$ cat config.mk
export PLATFORM = sky130hd
export DESIGN_NAME = register_bank
export DESIGN_NICKNAME = d
export VERILOG_FILES = /design/src/logic/mover_regs_pkg.sv /design/src/logic/mover_stream_pkg.sv /design/src/logic/register_bank.sv
export VERILOG_INCLUDE_DIRS = /design/src /design/src/logic
export SDC_FILE = /design/constraint.sdc
export NUM_CORES = 1
export LEC_CHECK = 0
export ABC_CLOCK_PERIOD_IN_PS = 5000
export BUFFER_PORTS_ARGS = -buffer_cell sky130_fd_sc_hd__buf_2
export CAP_MARGIN = 20
export CORE_MARGIN = 2
export CORE_UTILIZATION = 53
export DETAILED_ROUTE_END_ITERATION = 8
export PLACE_DENSITY = 0.86
export SYNTH_ARGS = -nofsm -noshare
export SYNTH_HDL_FRONTEND = slang
export SYNTH_SLANG_ARGS = --single-unit
export TNS_END_PERCENT = 1
$ cat constraint.sdc
create_clock -name clock -period 5 [get_ports clock]
set_clock_uncertainty 0.05 [all_clocks]
set_input_delay 0.5 -clock clock [delete_from_list [all_inputs] [get_ports clock]]
set_output_delay 0.5 -clock clock [all_outputs]
set_load 0.05 [all_outputs]
$ cat src/logic/mover_settings.svh
// Build-time sizes shared by the register bank, data point store and data mover
`ifndef MOVER_SETTINGS_SVH
`define MOVER_SETTINGS_SVH

// Width of one data point as it leaves the store and travels on the output stream
`define MOVER_DATA_WIDTH 32

// Number of channels the mover is built for
// The register map and the replay buffers both scale with it
`define MOVER_MAX_CHANNELS 4

// Width of a source address in the store and of a destination tag on the stream
// Both share one address register, so together they fill a 32 bit word
`define MOVER_ADDR_WIDTH 16

// Number of words held by the data point store
`define MOVER_STORE_DEPTH 256

// Width of the register bus address
// Sixteen slots cover the nine registers with room to spare
`define MOVER_REG_ADDR_WIDTH 4

`endif

$ cat src/logic/mover_regs_pkg.sv
// Register map of the data mover: word types, fixed indices and index helpers
`default_nettype none

`include "mover_settings.svh"

package mover_regs_pkg;

    typedef logic [31:0] reg_word_t;
    typedef logic [`MOVER_REG_ADDR_WIDTH-1:0] reg_addr_t;
    typedef logic [$clog2(`MOVER_MAX_CHANNELS)-1:0] channel_idx_t;
    // One extra bit so that a full count of channels is representable
    typedef logic [$clog2(`MOVER_MAX_CHANNELS+1)-1:0] channel_count_t;

    // Index 0 is the channel count, then one address and one user register per channel
    localparam int n_channels_index = 0;
    localparam int addr_reg_base = 1;
    localparam int user_reg_base = addr_reg_base + `MOVER_MAX_CHANNELS;
    localparam int n_registers = user_reg_base + `MOVER_MAX_CHANNELS;

    // Field positions inside an address register
    localparam int src_field_lsb = 0;
    localparam int dest_field_lsb = 16;

    function automatic reg_addr_t addr_reg_index(input channel_idx_t channel);
        return reg_addr_t'(addr_reg_base + int'(channel));
    endfunction

    function automatic reg_addr_t user_reg_index(input channel_idx_t channel);
        return reg_addr_t'(user_reg_base + int'(channel));
    endfunction

    // Keeps a written channel count inside 1 .. MOVER_MAX_CHANNELS
    function automatic channel_count_t clamp_channel_count(input reg_word_t value);
        if (value == '0) begin
            return channel_count_t'(1);
        end
        if (value > reg_word_t'(`MOVER_MAX_CHANNELS)) begin
            return channel_count_t'(`MOVER_MAX_CHANNELS);
        end
        return channel_count_t'(value);
    endfunction

endpackage

`default_nettype wire

$ cat src/logic/mover_stream_pkg.sv
// Payload types carried between the store, the mover and the output stream
`default_nettype none

`include "mover_settings.svh"

package mover_stream_pkg;

    // Address of a data point in the store, as software programs it
    typedef logic [`MOVER_ADDR_WIDTH-1:0] src_addr_t;

    // Destination tag sent along with each output word
    typedef logic [`MOVER_ADDR_WIDTH-1:0] dest_tag_t;

    // User sideband value, one full register word per channel
    typedef logic [31:0] user_word_t;

    // One data point
    typedef logic [`MOVER_DATA_WIDTH-1:0] data_word_t;

    // The store decodes only the low bits of a source address
    localparam int store_index_width = $clog2(`MOVER_STORE_DEPTH);
    typedef logic [store_index_width-1:0] store_index_t;

endpackage

`default_nettype wire

$ cat src/logic/register_bank.sv
// Register bus slave holding the channel count and the per channel address and user registers
`timescale 1ns/10ps
`default_nettype none

`include "mover_settings.svh"

module register_bank (
    input wire logic clock,
    input wire logic reset,
    input wire logic reg_write,
    input wire logic reg_read,
    input wire mover_regs_pkg::reg_addr_t reg_address,
    input wire mover_regs_pkg::reg_word_t reg_write_data,
    output mover_regs_pkg::reg_word_t reg_read_data,
    output mover_regs_pkg::channel_count_t n_channels,
    output mover_stream_pkg::src_addr_t source_address [`MOVER_MAX_CHANNELS],
    output mover_stream_pkg::dest_tag_t dest_tag [`MOVER_MAX_CHANNELS],
    output mover_stream_pkg::user_word_t user_value [`MOVER_MAX_CHANNELS]
);

    import mover_regs_pkg::*;
    import mover_stream_pkg::*;

    // Raw address registers, source in the low half and destination tag in the high half
    reg_word_t address_regs [`MOVER_MAX_CHANNELS];
    reg_word_t user_regs [`MOVER_MAX_CHANNELS];

    // Everything software can read, laid out by register index
    reg_word_t readback [n_registers];

    always_comb begin
        readback[n_channels_index] = reg_word_t'(n_channels);
        for (int ch = 0; ch < `MOVER_MAX_CHANNELS; ch++) begin
            readback[addr_reg_base + ch] = address_regs[ch];
            readback[user_reg_base + ch] = user_regs[ch];
        end
    end

    // Split the address registers into the fields the mover consumes
    always_comb begin
        for (int ch = 0; ch < `MOVER_MAX_CHANNELS; ch++) begin
            source_address[ch] = address_regs[ch][src_field_lsb +: $bits(src_addr_t)];
            dest_tag[ch] = address_regs[ch][dest_field_lsb +: $bits(dest_tag_t)];
            user_value[ch] = user_regs[ch];
        end
    end

    always_ff @(posedge clock) begin
        if (!reset) begin
            // One active channel is the smallest useful configuration
            n_channels <= channel_count_t'(1);
            for (int ch = 0; ch < `MOVER_MAX_CHANNELS; ch++) begin
                address_regs[ch] <= '0;
                user_regs[ch] <= '0;
            end
            reg_read_data <= '0;
        end else begin
            if (reg_write) begin
                if (reg_address == reg_addr_t'(n_channels_index)) begin
                    n_channels <= clamp_channel_count(reg_write_data);
                end
                for (int ch = 0; ch < `MOVER_MAX_CHANNELS; ch++) begin
                    if (reg_address == addr_reg_index(channel_idx_t'(ch))) begin
                        address_regs[ch] <= reg_write_data;
                    end
                    if (reg_address == user_reg_index(channel_idx_t'(ch))) begin
                        user_regs[ch] <= reg_write_data;
                    end
                end
            end
            // A read in the same cycle as a write returns the value before the write
            if (reg_read) begin
                if (int'(reg_address) < n_registers) begin
                    reg_read_data <= readback[reg_address];
                end else begin
                    // Unmapped slots read as zero
                    reg_read_data <= '0;
                end
            end
        end
    end

endmodule

`default_nettype wire

---- Yosys cells after proc, flatten, opt, wreduce, memory -nomap -nowiden ----
Memories as Yosys holds them, arrays and structs flattened.
Cells that the tools add are included.
storage, ports and cells
  flip-flop bits (word level) ............. 35
  memory bits (writable) .................. 256
  bits of input ports ..................... 40
  output and inout bits ................... 291
  logic and storage cells ................. 85
  memories kept ........................... 2
operators by class
  order comparisons ....................... 3
  equality and inequality tests ........... 8
  multiplexer cells ....................... 58
  bitwise gates (word level) .............. 9
  reduce and logical (&&, ||, !) cells .... 3
memories
  name          words  bits a word  read ports  clocked after Yosys merged registers in  wr ports  line                 text
  address_regs  4      32           4           0                                        4         register_bank.sv:25  reg_word_t address_regs [`MOVER_MAX_CHANNELS];
  user_regs     4      32           4           0                                        4         register_bank.sv:26  reg_word_t user_regs [`MOVER_MAX_CHANNELS];
operators with widths
  kind                                                                              count
  32-bit 2-to-1 mux                                                                 11
  32-bit binary-select mux with 4-bit select                                        1
  1-bit 2-to-1 mux                                                                  42
  32-bit by 3-bit greater-than comparator with 1-bit output, second input constant  1
  32-bit logical NOT                                                                1
  4-bit by 3-bit == test with 1-bit output, second input constant                   4
  3-bit 2-to-1 mux                                                                  4
  4-bit by 2-bit == test with 1-bit output, second input constant                   2
  1-bit OR                                                                          8
  5-bit greater-or-equal comparator, second input constant                          1
  4-bit NOT with 5-bit output                                                       1
  4-bit by 1-bit == test with 1-bit output, second input constant                   1
  4-bit == test, second input constant                                              1
  4-bit logical NOT                                                                 1
  4-bit < comparator, second input constant                                         1
  2-bit AND reduction                                                               1

---- Longest topological paths before layout ----
  depth in word-level cells ............... 11
  depth in mapped cells ................... 6
  mapped depth without buffers ............ 4

---- Worst setup path after synthesis ----
OpenSTA, ideal clock, no wires.
  path type ............................... input -> register
  start ................................... in reg_address[1]
  end ..................................... mem address_regs[3][0] (netlist name) (enable)
  library setup time ...................... 466 ps
  arrival ................................. 3,506 ps
  data required time ...................... 4,484 ps
  path slack .............................. 978 ps
  stages on the path ...................... 3
  buffers on the path ..................... 1
  cells stage by stage .................... buf_4 -> or3b_2 -> o21ai_0
RTL lines
  what                line                 text
  start: declaration  register_bank.sv:12  input wire mover_regs_pkg::reg_addr_t reg_address,
  end: declaration    register_bank.sv:25

==> impl_metrics.toml <==
[power]
power_frac_seq_pct = 47.4
clock_power_share_pct = 35.8
comb_power_share_pct = 16.8
p_leak_uw = 0.00623
peakVddDrop_v = 0.000351
netSwitchingFraction_pct = 29.2
power_per_cell_area_mw_per_mm2 = 386
p_int_uw = 4300
total_power_uw = 6060
switching_power_uw = 1770

[final_layout]
drive_gt1_share_pct = 37.1
layout.cells.non_filler = 1527
seq_area_mm2 = 0.00839
area_delta_synth_final_pct = 24.2
fillCellCount = 1608
multi_input_area_mm2 = 0.00412
final_nets = 1224

[global_routing]
met2_usage_pct = 54.1
grt_pass1_vias = 9133
top_usage_layer = "met2"
grt_use_met1_pct = 40.3
grt.overflow.total = 0
grt_pass1_wl_um = 57600
globalRouteTotalUtil_pct = 31.6
grt_antenna_before_repair = 1
use_met3_pct = 8.17
grt_max_degree = 48

[synthesis]
synthXorXnorAreaFrac_pct = 0
syn_area_mm2 = 0.0126
synth_compound_area_share_pct = 6.72
synthCells = 868
synth_area_leader_cell = "edfxtp_1"
yosys.cell_types.count = 36
ys_warn_count = 0
synth.top_cell.area_share_pct = 60.8
synth_edf_count = 256
synth-seq-cells = 291
synth_area_leaders = "edfxtp_1, and2_1, mux4_2"
synth_top_family_by_area = "simple AND/OR/NAND/NOR gates"
synth-simple-area-share_pct = 16.3
yosysSeqAreaShare_pct = 66.3
synth_async_sr_flop_share_pct = 0
synthesis.nets = 908
synth_top_flop_cell = "edfxtp_1"
avgSynthCellArea_um2 = 14.6
synth_mux_area_share_pct = 8.50
synthAdderAreaFrac_pct = 0

[min_path]
hold_path_class = "in -> reg"
min_to = "reg_read_data[1]"
whs_path_depth = 2
hold_start = "reg_read"

[drt]
routed_wl_um = 40100
antenna_left = 0
drt_iter0_markers = 918
vias = 9187
drc = 0
wire_per_inst_um = 26.2
firstDrtPassIters = 8
avgViaCountPerCell = 6.02

[setup_path]
r2r_slack_ps = 3470
critPathKind = "in -> reg"
r2r_start = "address_regs[3][12]"
reg2reg_to = "reg_read_data[12]"
reg2reg_depth = 3
crit_path_end_kind = "flip-flop"
crit_required_ps = 5150
crit_top_cell = "buf_4"
critPathLaunchType = "input pin"
crit_arrival_ps = 3090
cp_slowest_cell = "o21ai_4"
crit_chain = "buf_4 -> nor2b_4 -> buf_4 -> nand2_1 -> o21ai_4 -> buf_4"
worstPathMaxFanout = 30
critPathMaxStageDelay_ps = 560

[timing]
max_freq_mhz = 340
hold_viol_final = 0
setup_viol = 0
worst_pin_slew_ps = 1100
max_slew_margin_pct = 26.7
drv_slew = 0
period_share_pct = 58.8
period_needed_ps = 2940
rsz0062_at_grt = "false"
tns_ps = 0

[clock_tree]
clkSinkCount = 291
cts_resized = 0
clk_path_buf_depth = 3
post-cts-setup-buffers = 0
clk_pin_slew_ps = 60
cts_made_buffers = 29
cts_tree = "yes"
clk_latency_ps = 540
cts_root_buffer = "clkbuf_16"
hold_buffers = 0
htree_levels = 1

[die]
die-area_mm2 = 0.0251
start_util_pct = 53.9
die_h_um = 158
rows = 56
core_mm2 = 0.0235
num_io_pins = 331
fp.dieW_um = 158

[place]
dpl.cell_count = 1471
hpwlAfterDp_um = 26600
io_buffers = 330
place_congestion = 0.840

[run]
maxCapViolCount = 0

[outcome]
status = "finished, final reports clean"
metrics by stage:
stage	hold WS (ps)	cell area (µm²)	setup slack [ps]	utilization (%)
6_report	269	15700	2060	66.9
5_1_grt	268	15700	1950	66.9
4_1_cts	249	15700	2060	66.8
3_5_place_dp	418	14700	1520	62.7
3_3_place_gp	414	14700	1490	62.5
2_1_floorplan	602	12600	978	-
cell usage in the layout, fill, tap and decap left out, types with 5 or more instances in the layout:
| master | count |
|---|---|
| o22ai_1 | 29 |
| o21ai_0 | 5 |
| nand2_1 | 6 |
| mux2i_1 | 32 |
| mux4_2 | 32 |
| buf_4 | 16 |
| o21ai_4 | 7 |
| nor2b_1 | 30 |
| clkbuf_16 | 29 |
| clkbuf_1 | 8 |
| buf_2 | 328 |
| edfxtp_1 | 256 |
| nor4_1 | 7 |
| clkbuf_8 | 8 |
| a22oi_1 | 32 |
| dfxtp_1 | 35 |
| nor2_1 | 6 |
| a221o_1 | 29 |
| and2_1 | 256 |
cells in the mapped netlist (7+ instances only):
cell type and instances:
buf_2 12, and2_1 256, o21ai_0 12, nand2_1 7, nor4_1 7, dfxtp_1 35
nor2_1 13, mux2i_1 32, mux4_2 32, a22oi_1 32, edfxtp_1 256, a221o_1 29
clkbuf_1 44, nor2b_1 33, o22ai_1 29
final cells by class:
cell class,instances,share of cell area [%]
inverters,1,0.0239
clock buffers,45,5.51
well taps,319,2.54
flip-flops and latches,291,53.4
diodes,2,0.0319
multi-input cells,514,26.2
repair buffers,347,11.7
clock inverters,8,0.550
worst max path at each step:
stage              startpoint                  end  cells after the start
4_1_cts        reg_address[1]     user_regs[2][27]                      6
2_1_floorplan  reg_address[1]   address_regs[3][0]                      3
5_1_grt        reg_address[1]     user_regs[2][22]                      6
3_5_place_dp   reg_address[1]     user_regs[2][29]                      6
3_3_place_gp   reg_address[1]  address_regs[2][22]                      5
6_report       reg_address[1]     user_regs[2][22]                      6
cell families (layout without fill, tap and decap cells):
logic type	count (synthesis)	in the layout
buffers and inverters	63	401
and+or+nand+nor	334	334
DFF	291	291
other	0	2
muxes	67	67
AOI/OAI and AO/OA	113	113
power by group through the flow:
stage | Sequential [µW] | Clock (µW) | Combinational (µW)
6_report | 2880 | 2170 | 1020
5_1_grt | 2890 | 2270 | 1050
4_1_cts | 2870 | 2180 | 1020
3_5_place_dp | 2920 | 0 | 1010
3_3_place_gp | 2920 | 0 | 997
2_1_floorplan | 3420 | 0 | 210
critical path: cells and delay by family:
| kind | cells | cell delay (ps) |
|---|---|---|
| and+or+nand+nor | 2 | 810 |
| AOI/OAI and AO/OA | 1 | 560 |
| buffers and inverters | 3 | 1170 |
flip-flops by register name, indices dropped and copies added (netlist names):
| signal | cells |
|---|---|
| reg_read_data | 32 |
| n_channels | 3 |
| user_regs | 128 |
| address_regs | 128 |
metal layers:
metal / part of all wire, % / vias to the layer above
met5: 0.032 / -
met3: 11 / 79
met4: 2.6 / 2
met2: 50 / 613
met1: 37 / 4607
li1: - / 3886
No activity file was read; power rests on OpenSTA's default activity.
