<file path="config.mk">
export PLATFORM = sky130hd
export DESIGN_NAME = data_mover
export DESIGN_NICKNAME = d
export VERILOG_FILES = /design/src/logic/mover_regs_pkg.sv /design/src/logic/mover_stream_pkg.sv /design/src/logic/data_mover.sv
export VERILOG_INCLUDE_DIRS = /design/src /design/src/logic
export SDC_FILE = /design/constraint.sdc
export NUM_CORES = 1
export LEC_CHECK = 0
export CAP_MARGIN = 10
export CELL_PAD_IN_SITES_DETAIL_PLACEMENT = 1
export CELL_PAD_IN_SITES_GLOBAL_PLACEMENT = 1
export CORE_AREA = 2 2 155 157
export CTS_CLUSTER_SIZE = 8
export DETAILED_ROUTE_END_ITERATION = 10
export DIE_AREA = 0 0 157 159
export DONT_BUFFER_PORTS = 1
export GPL_TIMING_DRIVEN = 0
export PLACE_DENSITY_LB_ADDON = 0.05
export SETUP_SLACK_MARGIN = 0.05
export SLEW_MARGIN = 0
export SYNTH_ARGS = -nofsm -noshare
export SYNTH_HDL_FRONTEND = slang
export SYNTH_SLANG_ARGS = --single-unit
</file>
<file path="constraint.sdc">
create_clock -name clock -period 2.97 [get_ports clock]
set_input_delay 0.1485 -clock clock [delete_from_list [all_inputs] [get_ports clock]]
set_output_delay 0.1485 -clock clock [all_outputs]
set_load 0.02 [all_outputs]
</file>
<file path="src/logic/mover_settings.svh">
// Build-time sizes shared by the register bank, data point store and data mover
`ifndef MOVER_SETTINGS_SVH
`define MOVER_SETTINGS_SVH

// Width of one data point as it leaves the store and travels on the output stream
`define MOVER_DATA_WIDTH 32

// Number of channels the mover is built for
// The register map and the replay buffers both scale with it
`define MOVER_MAX_CHANNELS 4

// Width of a source address in the store and of a destination tag on the stream
// Both share one address register, so together they fill a 32 bit word
`define MOVER_ADDR_WIDTH 16

// Number of words held by the data point store
`define MOVER_STORE_DEPTH 256

// Width of the register bus address
// Sixteen slots cover the nine registers with room to spare
`define MOVER_REG_ADDR_WIDTH 4

`endif

</file>
<file path="src/logic/mover_regs_pkg.sv">
// Register map of the data mover: word types, fixed indices and index helpers
`default_nettype none

`include "mover_settings.svh"

package mover_regs_pkg;

    typedef logic [31:0] reg_word_t;
    typedef logic [`MOVER_REG_ADDR_WIDTH-1:0] reg_addr_t;
    typedef logic [$clog2(`MOVER_MAX_CHANNELS)-1:0] channel_idx_t;
    // One extra bit so that a full count of channels is representable
    typedef logic [$clog2(`MOVER_MAX_CHANNELS+1)-1:0] channel_count_t;

    // Index 0 is the channel count, then one address and one user register per channel
    localparam int n_channels_index = 0;
    localparam int addr_reg_base = 1;
    localparam int user_reg_base = addr_reg_base + `MOVER_MAX_CHANNELS;
    localparam int n_registers = user_reg_base + `MOVER_MAX_CHANNELS;

    // Field positions inside an address register
    localparam int src_field_lsb = 0;
    localparam int dest_field_lsb = 16;

    function automatic reg_addr_t addr_reg_index(input channel_idx_t channel);
        return reg_addr_t'(addr_reg_base + int'(channel));
    endfunction

    function automatic reg_addr_t user_reg_index(input channel_idx_t channel);
        return reg_addr_t'(user_reg_base + int'(channel));
    endfunction

    // Keeps a written channel count inside 1 .. MOVER_MAX_CHANNELS
    function automatic channel_count_t clamp_channel_count(input reg_word_t value);
        if (value == '0) begin
            return channel_count_t'(1);
        end
        if (value > reg_word_t'(`MOVER_MAX_CHANNELS)) begin
            return channel_count_t'(`MOVER_MAX_CHANNELS);
        end
        return channel_count_t'(value);
    endfunction

endpackage

`default_nettype wire

</file>
<file path="src/logic/mover_stream_pkg.sv">
// Payload types carried between the store, the mover and the output stream
`default_nettype none

`include "mover_settings.svh"

package mover_stream_pkg;

    // Address of a data point in the store, as software programs it
    typedef logic [`MOVER_ADDR_WIDTH-1:0] src_addr_t;

    // Destination tag sent along with each output word
    typedef logic [`MOVER_ADDR_WIDTH-1:0] dest_tag_t;

    // User sideband value, one full register word per channel
    typedef logic [31:0] user_word_t;

    // One data point
    typedef logic [`MOVER_DATA_WIDTH-1:0] data_word_t;

    // The store decodes only the low bits of a source address
    localparam int store_index_width = $clog2(`MOVER_STORE_DEPTH);
    typedef logic [store_index_width-1:0] store_index_t;

endpackage

`default_nettype wire

</file>
<file path="src/logic/data_mover.sv">
// Channel sequencer that fetches one data point per active channel and can replay the last sweep
`timescale 1ns/10ps
`default_nettype none

`include "mover_settings.svh"

module data_mover (
    input wire logic clock,
    input wire logic reset,
    input wire logic start,
    input wire logic repeat_outputs,
    input wire logic out_ready,
    input wire mover_regs_pkg::channel_count_t n_channels,
    input wire mover_stream_pkg::src_addr_t source_address [`MOVER_MAX_CHANNELS],
    input wire mover_stream_pkg::dest_tag_t dest_tag [`MOVER_MAX_CHANNELS],
    input wire mover_stream_pkg::user_word_t user_value [`MOVER_MAX_CHANNELS],
    output logic request_valid,
    output mover_stream_pkg::src_addr_t request_address,
    input wire logic response_valid,
    input wire mover_stream_pkg::data_word_t response_data,
    output logic out_valid,
    output logic done,
    output mover_stream_pkg::data_word_t out_data,
    output mover_stream_pkg::dest_tag_t out_dest,
    output mover_stream_pkg::user_word_t out_user
);

    import mover_regs_pkg::*;
    import mover_stream_pkg::*;

    typedef enum logic [2:0] {
        idle,
        read_source,
        wait_response,
        send_buffered,
        wait_ready
    } mover_state_t;

    mover_state_t state;
    channel_idx_t channel;

    // Last word fetched for every channel, replayed by a repeat sweep
    data_word_t data_buffers [`MOVER_MAX_CHANNELS];

    // A word leaves the mover either from the store or from the replay buffers
    logic capture;
    logic replay;
    logic last_channel;

    assign capture = (state == wait_response) && response_valid;
    assign replay = (state == send_buffered);

    // Compared with >= so a count lowered mid sweep still ends the sweep
    assign last_channel = (channel_count_t'(channel) + channel_count_t'(1)) >= n_channels;

    // The response side is always ready, since only one request is ever in flight
    always_ff @(posedge clock) begin
        if (!reset) begin
            state <= idle;
            channel <= '0;
            request_valid <= 1'b0;
            out_valid <= 1'b0;
            done <= 1'b0;
        end else begin
            // Requests, words and done are single cycle pulses
            request_valid <= 1'b0;
            out_valid <= 1'b0;
            done <= 1'b0;
            case (state)
                idle: begin
                    // Repeat has priority when both arrive together
                    if (repeat_outputs) begin
                        state <= send_buffered;
                    end else if (start) begin
                        state <= read_source;
                    end
                end
                read_source: begin
                    request_valid <= 1'b1;
                    state <= wait_response;
                end
                wait_response: begin
                    if (response_valid) begin
                        out_valid <= 1'b1;
                        if (last_channel) begin
                            done <= 1'b1;
                            channel <= '0;
                            state <= idle;
                        end else begin
                            channel <= channel + 1'b1;
                            state <= read_source;
                        end
                    end
                end
                send_buffered: begin
                    out_valid <= 1'b1;
                    if (last_channel) begin
                        done <= 1'b1;
                        channel <= '0;
                        state <= idle;
                    end else begin
                        channel <= channel + 1'b1;
                        state <= wait_ready;
                    end
                end
                wait_ready: begin
                    // Back-pressure only holds a replay between words
                    if (out_ready) begin
                        state <= send_buffered;
                    end
                end
                default: begin
                    state <= idle;
                end
            endcase
        end
    end

    // Buffers start at zero, so a replay before any fetch sends zeros
    always_ff @(posedge clock) begin
        if (!reset) begin
            for (int ch = 0; ch < `MOVER_MAX_CHANNELS; ch++) begin
                data_buffers[ch] <= '0;
            end
        end else if (capture) begin
            data_buffers[channel] <= response_data;
        end
    end

    // Payload of requests and output words, qualified by the pulses above
    always_ff @(posedge clock) begin
        if (state == read_source) begin
            request_address <= source_address[channel];
        end
        if (capture) begin
            out_data <= response_data;
        end else if (replay) begin
            out_data <= data_buffers[channel];
        end
        // Tag and user come from the current registers, also on a replay
        if (capture || replay) begin
            out_dest <= dest_tag[channel];
            out_user <= user_value[channel];
        end
    end

endmodule

`default_nettype wire

</file>
After elaboration in Yosys (flattened, before gate mapping)
Memory sizes are Yosys's and may differ from the RTL's. A register that Yosys moved wholly into a read port is not among the register bits. Index checks and enable logic that the tools add are counted.

$add $sub $neg: 2. Order comparisons: 2. Eq/ne operators: 7. Multiplexer cells: 36. Bitwise gates (word level): 1. Reductions and logical operators: 8.

Operator list (count): two-way mux 32 bit (5); binary-select mux 16 bit (select 2 bit) (2); binary-select mux 32 bit (select 2 bit) (1); two-way mux 16 bit (4); OR reduction 32 bit (1); two-way mux 3 bit (5); case mux 3 bit (5 select lines) (1); two-way mux 1 bit (10); two-way mux 2 bit (5); == test 3 x 2 -> 1 bit (second input constant) (2); != test 2 bit (second input constant) (2); case mux 1 bit (2 select lines) (2); case mux 2 bit (2 select lines) (1); nonzero test 2 bit (2); adder 2 x 1 -> 3 bit (second input constant) (1); == test 3 x 1 -> 1 bit (second input constant) (1); == test 3 bit (second input constant) (1); greater-or-equal comparator 3 bit (1); greater-or-equal comparator 3 bit (second input constant) (1); zero test 3 bit (1); != test 3 bit (second input constant) (1); NOT 2 -> 3 bit (1); AND reduction 3 bit (1); adder 2 x 1 -> 2 bit (second input constant) (1); 3 further kinds (3).

Register bits: 104. RAM bits: 128. Output and inout bits: 99. Word-level logic and storage cells: 66. Memories: 1.

Memories: data_buffers (depth 4, bits a word 32, read ports 1, clocked after memory_dff 1, wr ports 4, line data_mover.sv:43) `` data_word_t data_buffers [`MOVER_MAX_CHANNELS]; ``.

Depth between registers and ports, before layout
Depth after elaboration: 7. Depth in mapped cells: 6. Gate-level depth less buffers: 6.

Least setup slack after synthesis
No wires, ideal clock.

Path kind: reg2reg. Start: register state[1]. End: register out_data[0] (enable). Arrival time: 2.311 ns. Required time: 2.536 ns. Setup slack: 0.225 ns. Cell stages (with the launch flop): 4. Path buffers: 0. Cells stage by stage: dfxtp_1 -> nor2b_4 -> o21ai_1 -> inv_1.

Word-level cells in the longest chain between the ends: 3. Elaborated cells on any way between the ends: 4. Classes of those cells: eq/ne (2); reduce/logical (2).

RTL lines: start, declared (line data_mover.sv:39) `mover_state_t state;`; start signal, assigned (line data_mover.sv:59) `state <= idle;`; start signal, assigned (line data_mover.sv:73) `state <= send_buffered;`; start signal, assigned (line data_mover.sv:75) `state <= read_source;`; == test 3 x 2 -> 1 bit (line data_mover.sv:50) `assign capture = (state == wait_response) && response_valid;`; logical AND 1 bit (line data_mover.sv:50); nonzero test 2 bit (no source line) *; end signal, assigned (line data_mover.sv:136) `out_data <= response_data;`; end signal, assigned (line data_mover.sv:138) `out_data <= data_buffers[channel];`; end, declared (line data_mover.sv:23) `output mover_stream_pkg::data_word_t out_data,`.

Every way passes the cells marked *; elsewhere a longest branch is shown, timed or not. A chain may end at the register's enable or synchronous reset.

==> impl_metrics.csv <==
group,metric,value,unit
setup_path,cp.arrival,2.85,ns
synthesis,synth_flop_cell,"edfxtp_1",
final_layout,final_net_count,1086,
clock_network,clockBufferDepth,3,
synthesis,synth_seq_area_share,0.638,
sta,hold_viol_final,0,
synthesis,async_reset_ff_frac,0,
die,rows,56,
synthesis,avgSynthCellArea,18.6,um^2
clock_network,cts_resized,0,
drt,routedWlPerCell,31.8,um
drt,drt_iter0_markers,775,
synthesis,mappedNetlistArea,10800,um^2
global_route,grt_pass1_wl,51500,um
sta,relSlewSlack,0.266,
clock_network,clk-insertion-delay-late,0.51,ns
sta,fmax,366,MHz
sta,fin_worst_skew,0.0156,ns
setup_path,worstSetupPathType,"flop to flop",
clock_network,cts_root_buf,"clkbuf_16",
synthesis,synth_most_common_cell,"edfxtp_1",
drt,vias,6825,
die,die_w,157,um
synthesis,ys_top_cells_by_count,"edfxtp_1, and2_1, mux4_2, mux2_2, buf_2",
setup_path,cp-start-kind,"flop",
synthesis,synth.area.top_cells,"edfxtp_1, mux4_2, and2_1",
drt,finalWirelength,36700,um
setup_path,critPathCaptureType,"flop",
final_layout,fillers,2035,
synthesis,yosys_warnings,0,
die,fp.dieH,159,um
run,cap_violations,0,
clock_network,cts.sinks,234,
sta,finalCriticalPeriod,2.74,ns
sta,rsz0062_at_grt,"no",
power_and_ir_drop,irDropWorstVdd,0.000360,V
drt,ant_nets,0,
worst_hold_path,min_path_type,"primary input to flop",
drt,drc_errors,0,
die,initial_core_util,0.468,
final_layout,multiInputGateArea,3670,um^2
synthesis,ys_types,34,
drt,vias_per_cell,5.91,
global_route,antenna_found_initial,39,
drt,dr.pass1.iters,5,
placed_design,io_buffers,0,
clock_network,hold_buffers,161,
setup_path,critPathMaxFanout,32,
die,dieArea,25000,um^2
final_layout,regArea,6930,um^2
power_and_ir_drop,cellPowerDensity,622,nW/um^2
clock_network,clk_pin_slew,0.05,ns
global_route,grt_start_max_net_pins,55,
synthesis,post-synth-top-area-cell,"edfxtp_1",
final_layout,final_cell_area,14100,um^2
placed_design,placed_area,11400,um^2
final_layout,drive_gt1_frac,0.272,
clock_network,tritoncts,"built",
clock_network,postCtsSetupBuffers,0,
synthesis,synth_seq_cells,234,
clock_network,htree_num_levels,2,
placed_design,preCtsSetupSlack,0.200,ns
global_route,first_global_vias,7231,
synthesis,synthesis.nets,883,
die,fp.coreArea,23200,um^2
sta,period_share,0.921,
placed_design,dpl.hpwl,26000,um
sta,fin_ws,0.235,ns
sta,worst-slew-pin-transition,1.10,ns
final_layout,area_growth,29.5,%
synthesis,synth_edf_count,224,
die,ioPinCount,396,
global_route,grt_usage,0.298,
sta,maxSlewViolCount,0,
power_and_ir_drop,p_leak,4.85,nW
sta,finalSetupViolCount,0,
run_status,status,"finished clean",
synthesis,synthCells,582,
synthesis,synth_top_area_share,0.620,
placed_design,gp_congestion,1.08,
setup_path,cp_data_required_time,3.08,ns
clock_network,cts_inserted_buffers,35,
global_route,grt_overflow,0,
worst paths after layout:
check                          startpoint  slack (ns)  cells past startpoint                       endpoint
setup / recovery  channel[1]$_SDFFE_PN0P_        0.23                      4  data_buffers[3][19]$_DFFE_PP_
hold / removal         source_address[50]        0.05                      1   request_address[2]$_DFFE_PP_
setup reg to reg  channel[1]$_SDFFE_PN0P_        0.23                      4  data_buffers[3][19]$_DFFE_PP_
hold reg to reg     state[1]$_SDFFE_PN0P_        0.70                      1       request_valid$_SDFF_PN0_
sequential cells by signal (all words and copies together), names as in the netlist, named ones only:
signal           cells
data_buffers       128
out_data            32
out_user            32
out_dest            16
request_address     16
state                3
channel              2
done                 1
out_valid            1
request_valid        1
logic make-up after synthesis:
logic type               count (synthesis)  share of synthesized area
AO/OA/AOI/OAI                           11                    0.00611
adder cells (fa/ha/maj)                  4                    0.00461
buffers and inverters                   45                     0.0241
flip-flops                             234                      0.638
multiplexers                           128                      0.232
AND/OR/NAND/NOR                        160                     0.0942
stage by stage:
| step | setup TNS, ns | total power, mW | instances | hold WS, ns | util |
|---|---|---|---|---|---|
| after floorplan | 0 | 4.69 | 582 | 0.266 | - |
| after global placement | -88.48 | 4.88 | 901 | 0.275 | 0.485 |
| after detailed placement | 0 | 4.92 | 906 | 0.281 | 0.490 |
| after CTS | 0 | 8.79 | 1124 | 0.0135 | 0.603 |
| after global routing | 0 | 9.02 | 1130 | 0.0143 | 0.603 |
| final | 0 | 8.74 | 1155 | 0.0473 | 0.606 |
worst max-delay path, stage by stage, from the launching register on:
cell	delay [ns]
dfxtp_1	0.33
clkbuf_1	0.33
buf_2	0.36
buf_2	0.35
a31o_2	0.93
per-layer routing:
metal | routed length (um) | vias to the layer above | global-route usage
li1 | - | 2762 | -
met1 | 13700 | 3510 | 0.402
met2 | 16800 | 493 | 0.446
met3 | 5430 | 54 | 0.133
met4 | 779 | 6 | 0.0742
met5 | 35 | - | 0
layout by cell type, fill, tap and decap left out, types with 2 or more instances in the layout:
| cell | synthesis | final |
|---|---|---|
| a21oi_1 | 4 | 4 |
| and2_1 | 128 | 128 |
| buf_12 | 0 | 3 |
| buf_2 | 17 | 17 |
| buf_4 | 5 | 5 |
| buf_6 | 6 | 7 |
| clkbuf_1 | 5 | 23 |
| clkbuf_16 | 0 | 36 |
| clkbuf_2 | 6 | 6 |
| dfxtp_1 | 10 | 10 |
| diode_2 | 0 | 31 |
| dlygate4sd3_1 | 0 | 161 |
| edfxtp_1 | 224 | 224 |
| ha_1 | 4 | 4 |
| inv_1 | 6 | 5 |
| mux2_2 | 32 | 32 |
| mux4_2 | 96 | 96 |
| nand2_1 | 4 | 4 |
| nand2b_2 | 0 | 3 |
| nor2_1 | 4 | 4 |
| nor2b_1 | 3 | 3 |
| nor3_1 | 4 | 3 |
| nor3_2 | 2 | 3 |
| o21ai_0 | 3 | 3 |
| or3_1 | 2 | 2 |
power by group:
group	leakage, nW	internal, mW	switching, mW
registers	2.29	3.89	0.226
logic	2.08	0.572	0.431
clock network	0.481	2.23	1.39
final cells by class:
class,instances,share of cell area
repair buffers,166,0.122
flip-flops and latches,234,0.493
well taps,319,0.0284
multi-input cells,303,0.261
diodes,31,0.00552
inverters,6,0.00178
clock buffers,54,0.0689
plain buffers,39,0.0170
clock inverters,3,0.00240
Power figures use the tool's default switching activity.
